===== config.mk =====
export PLATFORM = sky130hd
export DESIGN_NAME = hazardTop
export DESIGN_NICKNAME = d
export VERILOG_FILES = /design/src/verilog/hazardPkg.sv /design/src/verilog/useDecoder.sv /design/src/verilog/newDecoder.sv /design/src/verilog/stageTracker.sv /design/src/verilog/stallControl.sv /design/src/verilog/forwardSelect.sv /design/src/verilog/hazardTop.sv
export SDC_FILE = /design/constraint.sdc
export NUM_CORES = 1
export LEC_CHECK = 0
export BUFFER_PORTS_ARGS = -buffer_cell sky130_fd_sc_hd__buf_2
export CAP_MARGIN = 20
export CORE_ASPECT_RATIO = 0.5
export CORE_MARGIN = 2
export CORE_UTILIZATION = 32
export CTS_CLUSTER_SIZE = 14
export DETAILED_ROUTE_END_ITERATION = 10
export GPL_TIMING_DRIVEN = 1
export PLACE_DENSITY = 0.5
export SYNTH_ARGS = -nofsm -noshare
export SYNTH_HDL_FRONTEND = slang
export SYNTH_SLANG_ARGS = --single-unit

===== constraint.sdc =====
create_clock -name clk -period 6.01 [get_ports clk]
set_input_delay 0.601 -clock clk [delete_from_list [all_inputs] [get_ports clk]]
set_output_delay 0.601 -clock clk [all_outputs]
set_load 0.05 [all_outputs]

===== src/verilog/hazardPkg.sv =====
package hazardPkg;

	// Major opcodes, instr[31:26]
	typedef enum logic [5:0] {
		OP_RTYPE = 6'b000000,
		OP_J     = 6'b000010,
		OP_JAL   = 6'b000011,
		OP_BEQ   = 6'b000100,
		OP_BNE   = 6'b000101,
		OP_ADDI  = 6'b001000,
		OP_ANDI  = 6'b001100,
		OP_ORI   = 6'b001101,
		OP_LUI   = 6'b001111,
		OP_LB    = 6'b100000,
		OP_LH    = 6'b100001,
		OP_LW    = 6'b100011,
		OP_SB    = 6'b101000,
		OP_SH    = 6'b101001,
		OP_SW    = 6'b101011
	} opcodeT;

	// R-type function field, instr[5:0]
	typedef enum logic [5:0] {
		FN_JR    = 6'b001000,
		FN_MFHI  = 6'b010000,
		FN_MTHI  = 6'b010001,
		FN_MFLO  = 6'b010010,
		FN_MTLO  = 6'b010011,
		FN_MULT  = 6'b011000,
		FN_MULTU = 6'b011001,
		FN_DIV   = 6'b011010,
		FN_DIVU  = 6'b011011,
		FN_ADD   = 6'b100000,
		FN_SUB   = 6'b100010,
		FN_AND   = 6'b100100,
		FN_OR    = 6'b100101,
		FN_SLT   = 6'b101010,
		FN_SLTU  = 6'b101011
	} functT;

	// Cycle counts for Tuse and Tnew
	typedef logic [1:0] stageTimeT;
	typedef logic [4:0] regAddrT;

	localparam stageTimeT tCycle0 = 2'd0;
	localparam stageTimeT tCycle1 = 2'd1;
	localparam stageTimeT tCycle2 = 2'd2;

	// Where a decode operand is taken from
	typedef enum logic [1:0] {
		FWD_NONE = 2'd0,
		FWD_EXE  = 2'd1,
		FWD_MEM  = 2'd2
	} fwdSelT;

	localparam logic [31:0] nopWord = 32'h0000_0000;
	localparam regAddrT     linkReg = 5'd31;

endpackage


===== src/verilog/useDecoder.sv =====
module useDecoder (
	input  logic [31:0]          instrD,
	output hazardPkg::regAddrT   rsD,
	output hazardPkg::regAddrT   rtD,
	output logic                 useRs,
	output logic                 useRt,
	output hazardPkg::stageTimeT tuseRs,
	output hazardPkg::stageTimeT tuseRt
);
	import hazardPkg::*;

	opcodeT opcode;
	functT  funct;

	assign opcode = opcodeT'(instrD[31:26]);
	assign funct  = functT'(instrD[5:0]);
	assign rsD    = instrD[25:21];
	assign rtD    = instrD[20:16];

	////////////////////////////////////////////////////////////////////////////
	// Consumer table, which sources are read and how soon
	////////////////////////////////////////////////////////////////////////////
	always_comb begin
		useRs  = 1'b0;
		useRt  = 1'b0;
		tuseRs = tCycle0;
		tuseRt = tCycle0;
		case (opcode)
			// Compared in decode
			OP_BEQ, OP_BNE: begin
				useRs = 1'b1;
				useRt = 1'b1;
			end
			OP_RTYPE: begin
				case (funct)
					FN_JR: begin
						useRs = 1'b1;
					end
					FN_ADD, FN_SUB, FN_AND, FN_OR, FN_SLT, FN_SLTU,
					FN_MULT, FN_MULTU, FN_DIV, FN_DIVU: begin
						useRs  = 1'b1;
						useRt  = 1'b1;
						tuseRs = tCycle1;
						tuseRt = tCycle1;
					end
					FN_MTHI, FN_MTLO: begin
						useRs  = 1'b1;
						tuseRs = tCycle1;
					end
					// mfhi, mflo and unknown functions read nothing
					default: ;
				endcase
			end
			OP_ORI, OP_ADDI, OP_ANDI, OP_LW, OP_LB, OP_LH: begin
				useRs  = 1'b1;
				tuseRs = tCycle1;
			end
			// Store data is only needed in memory
			OP_SW, OP_SB, OP_SH: begin
				useRs  = 1'b1;
				useRt  = 1'b1;
				tuseRs = tCycle1;
				tuseRt = tCycle2;
			end
			default: ;
		endcase
	end

endmodule


===== src/verilog/newDecoder.sv =====
module newDecoder #(
	parameter int stageOffset = 0
) (
	input  logic [31:0]          instr,
	output hazardPkg::stageTimeT tnew,
	output hazardPkg::regAddrT   dest
);
	import hazardPkg::*;

	localparam stageTimeT offset = stageTimeT'(stageOffset);

	opcodeT    opcode;
	functT     funct;
	regAddrT   rt;
	regAddrT   rd;
	stageTimeT tnewBase;

	assign opcode = opcodeT'(instr[31:26]);
	assign funct  = functT'(instr[5:0]);
	assign rt     = instr[20:16];
	assign rd     = instr[15:11];

	////////////////////////////////////////////////////////////////////////////
	// Producer table, Tnew as seen from execute
	////////////////////////////////////////////////////////////////////////////
	always_comb begin
		tnewBase = tCycle0;
		dest     = '0;
		case (opcode)
			OP_RTYPE: begin
				case (funct)
					FN_ADD, FN_SUB, FN_AND, FN_OR, FN_SLT, FN_SLTU,
					FN_MFHI, FN_MFLO: begin
						tnewBase = tCycle1;
						dest     = rd;
					end
					// Write HI/LO only
					FN_MULT, FN_MULTU, FN_DIV, FN_DIVU: begin
						tnewBase = tCycle1;
					end
					default: ;
				endcase
			end
			OP_ORI, OP_ADDI, OP_ANDI, OP_LUI: begin
				tnewBase = tCycle1;
				dest     = rt;
			end
			// Data comes back at the end of memory
			OP_LW, OP_LB, OP_LH: begin
				tnewBase = tCycle2;
				dest     = rt;
			end
			// Return address is known from the PC
			OP_JAL: begin
				tnewBase = tCycle0;
				dest     = linkReg;
			end
			// Stores, branches and j produce no register
			default: ;
		endcase
	end

	// Later stages are closer to having the result
	assign tnew = (tnewBase > offset) ? stageTimeT'(tnewBase - offset) : tCycle0;

endmodule


===== src/verilog/stageTracker.sv =====
module stageTracker (
	input  logic        clk,
	input  logic        rstN,
	input  logic        stall,
	input  logic [31:0] instrD,
	output logic [31:0] instrE,
	output logic [31:0] instrM
);
	import hazardPkg::*;

	// Stall turns the execute slot into a bubble
	always_ff @(posedge clk or negedge rstN) begin
		if (!rstN) begin
			instrE <= nopWord;
			instrM <= nopWord;
		end else begin
			instrM <= instrE;
			if (stall) begin
				instrE <= nopWord;
			end else begin
				instrE <= instrD;
			end
		end
	end

	////////////////////////////////////////////////////////////////////////////
	// Pipeline checks
	////////////////////////////////////////////////////////////////////////////

	// A stalled instruction must not also enter execute
	bubbleOnStall: assert property (
		@(posedge clk) disable iff (!rstN)
		stall |=> (instrE == nopWord)
	) else $error("instrE is not a bubble after a stall cycle");

	// Memory always follows execute by one cycle
	memFollowsExe: assert property (
		@(posedge clk) disable iff (!rstN)
		1'b1 |=> (instrM == $past(instrE))
	) else $error("instrM differs from the previous instrE");

endmodule


===== src/verilog/stallControl.sv =====
module stallControl (
	input  hazardPkg::regAddrT   rsD,
	input  hazardPkg::regAddrT   rtD,
	input  logic                 useRs,
	input  logic                 useRt,
	input  hazardPkg::stageTimeT tuseRs,
	input  hazardPkg::stageTimeT tuseRt,
	input  hazardPkg::stageTimeT tnewE,
	input  hazardPkg::stageTimeT tnewM,
	input  hazardPkg::regAddrT   destE,
	input  hazardPkg::regAddrT   destM,
	output logic                 stall
);

	// One operand against both producer stages
	function automatic logic operandStall(
		input hazardPkg::regAddrT   srcReg,
		input logic                 srcUsed,
		input hazardPkg::stageTimeT tuse
	);
		logic hitE;
		logic hitM;
		hitE = (srcReg == destE) && (tuse < tnewE);
		hitM = (srcReg == destM) && (tuse < tnewM);
		return srcUsed && (srcReg != '0) && (hitE || hitM);
	endfunction

	logic stallRs;
	logic stallRt;

	always_comb begin
		stallRs = operandStall(rsD, useRs, tuseRs);
		stallRt = operandStall(rtD, useRt, tuseRt);
		stall   = stallRs || stallRt;

		// $zero is hardwired, nothing can be pending on it
		zeroRegNoStall: assert ((useRs && rsD != '0) || (useRt && rtD != '0) || !stall)
			else $error("stall raised with no nonzero source register");
	end

endmodule


===== src/verilog/forwardSelect.sv =====
module forwardSelect (
	input  hazardPkg::regAddrT   rsD,
	input  hazardPkg::regAddrT   rtD,
	input  logic                 useRs,
	input  logic                 useRt,
	input  hazardPkg::stageTimeT tnewE,
	input  hazardPkg::stageTimeT tnewM,
	input  hazardPkg::regAddrT   destE,
	input  hazardPkg::regAddrT   destM,
	output hazardPkg::fwdSelT    fwdRs,
	output hazardPkg::fwdSelT    fwdRt
);
	import hazardPkg::*;

	// Newest ready producer wins, so E is checked first
	function automatic fwdSelT pickSource(
		input regAddrT srcReg,
		input logic    srcUsed
	);
		logic live;
		live = srcUsed && (srcReg != '0);
		if (live && (srcReg == destE) && (tnewE == tCycle0)) begin
			return FWD_EXE;
		end else if (live && (srcReg == destM) && (tnewM == tCycle0)) begin
			return FWD_MEM;
		end
		return FWD_NONE;
	endfunction

	assign fwdRs = pickSource(rsD, useRs);
	assign fwdRt = pickSource(rtD, useRt);

endmodule


===== src/verilog/hazardTop.sv =====
module hazardTop (
	input  logic              clk,
	input  logic              rstN,
	input  logic [31:0]       instrD,
	output logic              stall,
	output hazardPkg::fwdSelT fwdRs,
	output hazardPkg::fwdSelT fwdRt
);
	import hazardPkg::*;

	regAddrT     rsD;
	regAddrT     rtD;
	logic        useRs;
	logic        useRt;
	stageTimeT   tuseRs;
	stageTimeT   tuseRt;
	logic [31:0] instrE;
	logic [31:0] instrM;
	stageTimeT   tnewE;
	stageTimeT   tnewM;
	regAddrT     destE;
	regAddrT     destM;

	////////////////////////////////////////////////////////////////////////////
	// Consumer in decode, producers in execute and memory
	////////////////////////////////////////////////////////////////////////////
	useDecoder useDec (
		.instrD (instrD),
		.rsD    (rsD),
		.rtD    (rtD),
		.useRs  (useRs),
		.useRt  (useRt),
		.tuseRs (tuseRs),
		.tuseRt (tuseRt)
	);

	stageTracker tracker (
		.clk    (clk),
		.rstN   (rstN),
		.stall  (stall),
		.instrD (instrD),
		.instrE (instrE),
		.instrM (instrM)
	);

	newDecoder #(.stageOffset(0)) decodeExe (
		.instr (instrE),
		.tnew  (tnewE),
		.dest  (destE)
	);

	newDecoder #(.stageOffset(1)) decodeMem (
		.instr (instrM),
		.tnew  (tnewM),
		.dest  (destM)
	);

	stallControl stallCtl (
		.rsD    (rsD),
		.rtD    (rtD),
		.useRs  (useRs),
		.useRt  (useRt),
		.tuseRs (tuseRs),
		.tuseRt (tuseRt),
		.tnewE  (tnewE),
		.tnewM  (tnewM),
		.destE  (destE),
		.destM  (destM),
		.stall  (stall)
	);

	forwardSelect fwdSel (
		.rsD   (rsD),
		.rtD   (rtD),
		.useRs (useRs),
		.useRt (useRt),
		.tnewE (tnewE),
		.tnewM (tnewM),
		.destE (destE),
		.destM (destM),
		.fwdRs (fwdRs),
		.fwdRt (fwdRt)
	);

endmodule


Word-level counts from Yosys, hierarchy flattened
Index checks and enable logic that the tools add are counted.
W data, S select, Z words.

storage, ports and cells
  register bits after elaboration = 64
  input bits = 34
  output and inout port bits = 5
  word-level logic and storage cells = 149

operators by class
  add/sub/neg operators = 1
  magnitude comparators = 6
  eq/ne operators = 68
  muxes and demuxes = 29
  reduce and logical (&&, ||, !) cells = 43

operators by type and width
  operator              number
  $eq A6 B6 Y1 const B  30
  $eq A6 B5 Y1 const B  18
  $eq A6 B4 Y1 const B  12
  $reduce_or A12 Y1     3
  $mux W32              1
  $pmux W5 S3           2
  $eq A5 B5 Y1          4
  $logic_not A6 Y1      3
  $logic_and A1 B1 Y1   16
  $mux W2               8
  $reduce_or A8 Y1      2
  $reduce_or A7 Y1      2
  $reduce_or A13 Y1     1
  $eq A6 B2 Y1 const B  2
  $eq A6 B3 Y1 const B  2
  $pmux W2 S3           2
  $reduce_or A11 Y1     1
  $mux W1               10
  $mux W5               2
  $reduce_bool A5 Y1    2
  $reduce_or A10 Y1     1
  $reduce_or A3 Y1      3
  $reduce_or A9 Y1      1
  $lt A2 B2 Y1          4
  other kinds (8)       15

Logic depth before layout (Yosys ltp)
  depth after elaboration = 12
  depth in mapped cells = 10
  gate-level depth less buffers = 9

By module
A second synthesis with hierarchy kept.

unflattened totals
  cells, all modules = 317
  area total of the unflattened synthesis = 3,489.6 um^2

modules (own cells, without submodules)
  module                  times used  cells an instance  area an instance (um^2)  seq. area each (um^2)
  stageTracker            1           99                 1,824.2                  1,601.5
  stallControl            1           44                 391.6                    0.0
  useDecoder              1           48                 369.1                    0.0
  newDecoder (decodeExe)  1           53                 347.8                    0.0
  forwardSelect           1           36                 320.3                    0.0
  newDecoder (decodeMem)  1           37                 236.5                    0.0

Worst setup path after synthesis
Ideal clock, no wire load.

  path type = flip-flop to output port
  start = reg tracker.instrM[28]
  end = out fwdRs[1]
  data arrival time = 2,861 ps
  required time = 5,409 ps
  setup slack = 2,548 ps
  cell stages (with the launch flop) = 9
  cells stage by stage = dfrtp_1 -> nor4_1 -> nand4b_1 -> o21ai_2 -> a221oi_1 -> xor2_1 -> nand4_1 -> or4_1 -> a21oi_1

on the way
  word-level cells in the longest chain between the ends = 10

ends and longest elaborated chain
  what                                                  RTL line             text
  start: declaration                                    stageTracker.sv:7    output logic [31:0] instrM
  start signal: assignment                              stageTracker.sv:15   instrM <= nopWord;
  start signal: assignment                              stageTracker.sv:17   instrM <= instrE;
  $eq A6 B4 Y1 or $eq A6 B6 Y1 (tied branches)          newDecoder.sv:29     case (opcode)
  $reduce_or A4 Y1 or $reduce_or A3 Y1 (tied branches)  --
  $pmux W2 S3                                           newDecoder.sv:29
  $sub A2 B1 Y2 or $gt A2 B1 Y1 (tied branches)         newDecoder.sv:64     assign tnew = (tnewBase > offset) ? stageTimeT'(tnewBase - offset) : tCycle0;
  $mux W2                                               newDecoder.sv:64
  $logic_not A2 Y1                                      forwardSelect.sv:24  end else if (live && (srcReg == destM) && (tnewM == tCycle0)) begin
  $logic_and A1 B1 Y1 (*)                               forwardSelect.sv:24
  $mux W1 (*)                                           forwardSelect.sv:24
  $mux W1 (*)                                           forwardSelect.sv:22  if (live && (srcReg == destE) && (tnewE == tCycle0)) begin
  $mux W2 (*)                                           forwardSelect.sv:27  return FWD_NONE;
  end: declaration                                      hazardTop.sv:6       output hazardPkg::fwdSelT fwdRs,

Mark *: on every way between the ends. The rest lies on a longest branch, timed or not.

Final worst setup path
  start = reg tracker.instrE[29]
  end = out stall

on the way
  word-level cells in the longest chain between the ends = 10

ends and longest elaborated chain
  what                                                  RTL line            text
  start: declaration                                    stageTracker.sv:6   output logic [31:0] instrE,
  start signal: assignment                              stageTracker.sv:14  instrE <= nopWord;
  start signal: assignment                              stageTracker.sv:19  instrE <= nopWord;
  start signal: assignment                              stageTracker.sv:21  instrE <= instrD;
  $eq A6 B4 Y1 or $eq A6 B6 Y1 (tied branches)          newDecoder.sv:29
  $reduce_or A4 Y1 or $reduce_or A3 Y1 (tied branches)  newDecoder.sv:29
  $pmux W2 S3                                           newDecoder.sv:29
  $gt A2 B1 Y1                                          newDecoder.sv:64
  $mux W2                                               newDecoder.sv:64
  $lt A2 B2 Y1                                          stallControl.sv:23  hitE = (srcReg == destE) && (tuse < tnewE);
  $logic_and A1 B1 Y1                                   stallControl.sv:23
  $logic_or A1 B1 Y1                                    stallControl.sv:25  return srcUsed && (srcReg != '0) && (hitE || hitM);
  $logic_and A1 B1 Y1                                   stallControl.sv:25
  $logic_or A1 B1 Y1 (*)                                stallControl.sv:34  stall = stallRs || stallRt;
  end: declaration                                      hazardTop.sv:5      output logic stall,

Marked as above.

==> results.tsv <==
metric	value	unit
hold_start	tracker.instrE[16]$_DFF_PN0_	
cp-start-kind	flop	
grt_overflow	0	
initial_core_util	0.3312	
cts_buffers	5	
drive_gt1_frac	0.2253	
syn-num-nets	293	
syn_area	2669	µm²
fmax	256.3	MHz
num_vias	2182	
drt-met1-wl	3.595	mm
finalMaxSlewViolations	0	
worstPathMaxFanout	9	
rows	23	
required	5.41	ns
min_path_cells	0	
cts_sinks	44	
critical_path_arrival	3.30	ns
synth.distinct_cells	61	
status	finished clean	
cts_root_buffer	clkbuf_16	
synth_common_cells	dfrtp_1, nor2_1, nand2_1	
setup_tns	0	ns
ys_ff_latch	44	
htreeDepth	2	
tightestPinTransition	0.9375	ns
rsz0062_at_grt	no	
synth_edf_count	0	
async_flop_share	1.000	
num_antenna_cells	0	
fin_crit	3.902	ns
insertion_delay	0.28	ns
reg2reg_slack	2.78	ns
min_path_type	reg2reg	
r2r_start	tracker.instrM[28]$_DFF_PN0_	
synth_flop_cell	dfrtp_1	
area_growth	15.24	%
io_pins	39	
period_share	0.6493	
vdd_drop_max	0.1081	mV
synthTopCellsByArea	dfrtp_1, nor3b_2, nor3b_1, nor2_1, a211oi_1	
critPathTopFamily	simple AND/OR/NAND/NOR gates	
setup_violations	0	
end_kind	output port	
grt_pass1_wl	11.10	mm
seq_area_frac_synth	0.4126	
postSynthCellCount	257	
top_layer	met4	
io_buffers	33	
dp_hpwl	5.362	mm
gp_congestion	0.8885	
nNetsFinal	329	
worstSetupPathType	reg2out	
grt_pass1_vias	2075	
yosysMostFrequentCell	dfrtp_1	
antenna_found_initial	0	
core	8058	µm²
clockBufferDepth	2	
critPathSlowestCell	nor4_4	
path_buf_inv	1	
ant_nets	0	
cpPeakStageDelay	0.52	ns
yosysWarningCount	0	
avgSynthCellArea	10.38	µm²
synth_top_area_share	0.4126	
path_clk_slew	0.06	ns
fp.dieH	68.58	µm
power_leakage	1.180	nW
r2r_cells	8	
post_cts_buffers	0	
grt_max_degree	45	
viasPerCell	5.388	
routedWlPerCell	16.48	µm
hold_violations	0	
whs_endpoint	tracker.instrM[16]$_DFF_PN0_	
skew	0.004615	ns
wl_met3	363	µm
drc	0	
slew_headroom	0.3693	
yosys.area.top_type	dfrtp_1	
first_pass_iters	5	
tritoncts	done	
utilization	0.3817	
hold_buffers	0	
grtUsageTotal	0.1580	
r2r_end	tracker.instrE[2]$_DFF_PN0_	
whs	0.3859	ns
first_iter_violations	173	
p_per_area	214.9	nW/µm²
routed_wl	6.676	mm
met2_length	2.664	mm
maxCapViolations	0	
cp_cell_sequence	nor4_4 -> nand4b_1 -> o22ai_2 -> a221oi_1 -> xnor2_1 -> nor4_1 -> a32oi_1 -> nand3b_1 -> buf_2	
ctsResizeCount	0	
die_w	133.2	µm
dieArea	9131	µm²
-- kinds of logic after synthesis --
| kind of cell | share of synthesized area |
|---|---|
| buffers and inverters | 0.02484 |
| AND/OR/NAND/NOR | 0.3113 |
| XOR/XNOR | 0.03938 |
| adder cells (fa/ha/maj) | 0.009375 |
| AO/OA/AOI/OAI | 0.1932 |
| other | 0.001405 |
| multiplexers | 0.007970 |
| flip-flops | 0.4126 |
-- cell type report --
| type | count | area (µm²) |
|---|---|---|
| Tap cell | 112 | 140.1 |
| Clock buffer | 5 | 125.1 |
| Clock inverter | 2 | 12.51 |
| Timing Repair Buffer | 34 | 172.7 |
| Multi-Input combinational cell | 202 | 1501 |
| Sequential cell | 44 | 1101 |
| Fill cell | 818 | 4982 |
| Inverter | 6 | 22.52 |
-- through the flow --
stage / area (µm²) / power [mW] / cells / worst slack (ns)
finish: 3075 / 0.6610 / 405 / 2.108
detailed placement: 2938 / 0.4180 / 398 / 2.452
floorplan: 2669 / 0.3793 / 257 / 2.548
global placement: 2938 / 0.4151 / 398 / 2.454
global route: 3075 / 0.6923 / 405 / 1.886
CTS: 3075 / 0.6681 / 405 / 2.119
-- worst max-delay path by stage --
stage / slack, ns / startpoint / cells after the start / to
floorplan: 2.55 / tracker.instrM[28]$_DFF_PN0_ / 8 / fwdRs[1]
global placement: 2.45 / tracker.instrE[29]$_DFF_PN0_ / 9 / stall
detailed placement: 2.45 / tracker.instrE[29]$_DFF_PN0_ / 9 / stall
CTS: 2.12 / tracker.instrE[29]$_DFF_PN0_ / 9 / stall
global route: 1.89 / tracker.instrE[29]$_DFF_PN0_ / 9 / stall
finish: 2.11 / tracker.instrE[29]$_DFF_PN0_ / 9 / stall
-- routing by layer --
layer	up-vias	track usage
li1	1059	-
met1	1045	0.2465
met2	74	0.2299
met3	4	0.01974
met4	0	0.04122
met5	-	0
-- registers in the layout, summed over array words and instances (netlist names) --
signal,cells
tracker.instrM,22
tracker.instrE,22
-- report_power, final --
part | total (mW) | leakage [nW] | internal, mW | switching, mW
Combinational | 0.0838 | 0.602 | 0.0360 | 0.0478
Sequential | 0.330 | 0.513 | 0.312 | 0.0179
Clock | 0.248 | 0.0657 | 0.150 | 0.0972
-- layout by cell type, fill, tap and decap left out, types with 3 or more instances in the layout --
master | Yosys | layout
dfrtp_1 | 44 | 44
buf_2 | 1 | 33
nor2_1 | 21 | 21
nand2_1 | 13 | 13
nor3b_1 | 11 | 11
a211oi_1 | 10 | 10
nor3b_2 | 10 | 10
nand2b_1 | 8 | 8
xnor2_1 | 8 | 8
o2bb2ai_1 | 8 | 8
nand3b_1 | 7 | 7
nor2b_1 | 7 | 7
a31oi_1 | 7 | 7
inv_1 | 6 | 6
a21oi_1 | 6 | 6
o21ai_0 | 5 | 5
nor3_1 | 5 | 5
nor4_1 | 5 | 5
and3_1 | 5 | 5
a221oi_1 | 5 | 5
o22ai_1 | 5 | 5
clkbuf_16 | 0 | 5
or4_1 | 4 | 4
xor2_1 | 4 | 4
nand4b_1 | 3 | 3
and2_1 | 3 | 3
nand4_1 | 3 | 3
nand3_1 | 3 | 3
Power figures use the tool's default switching activity.
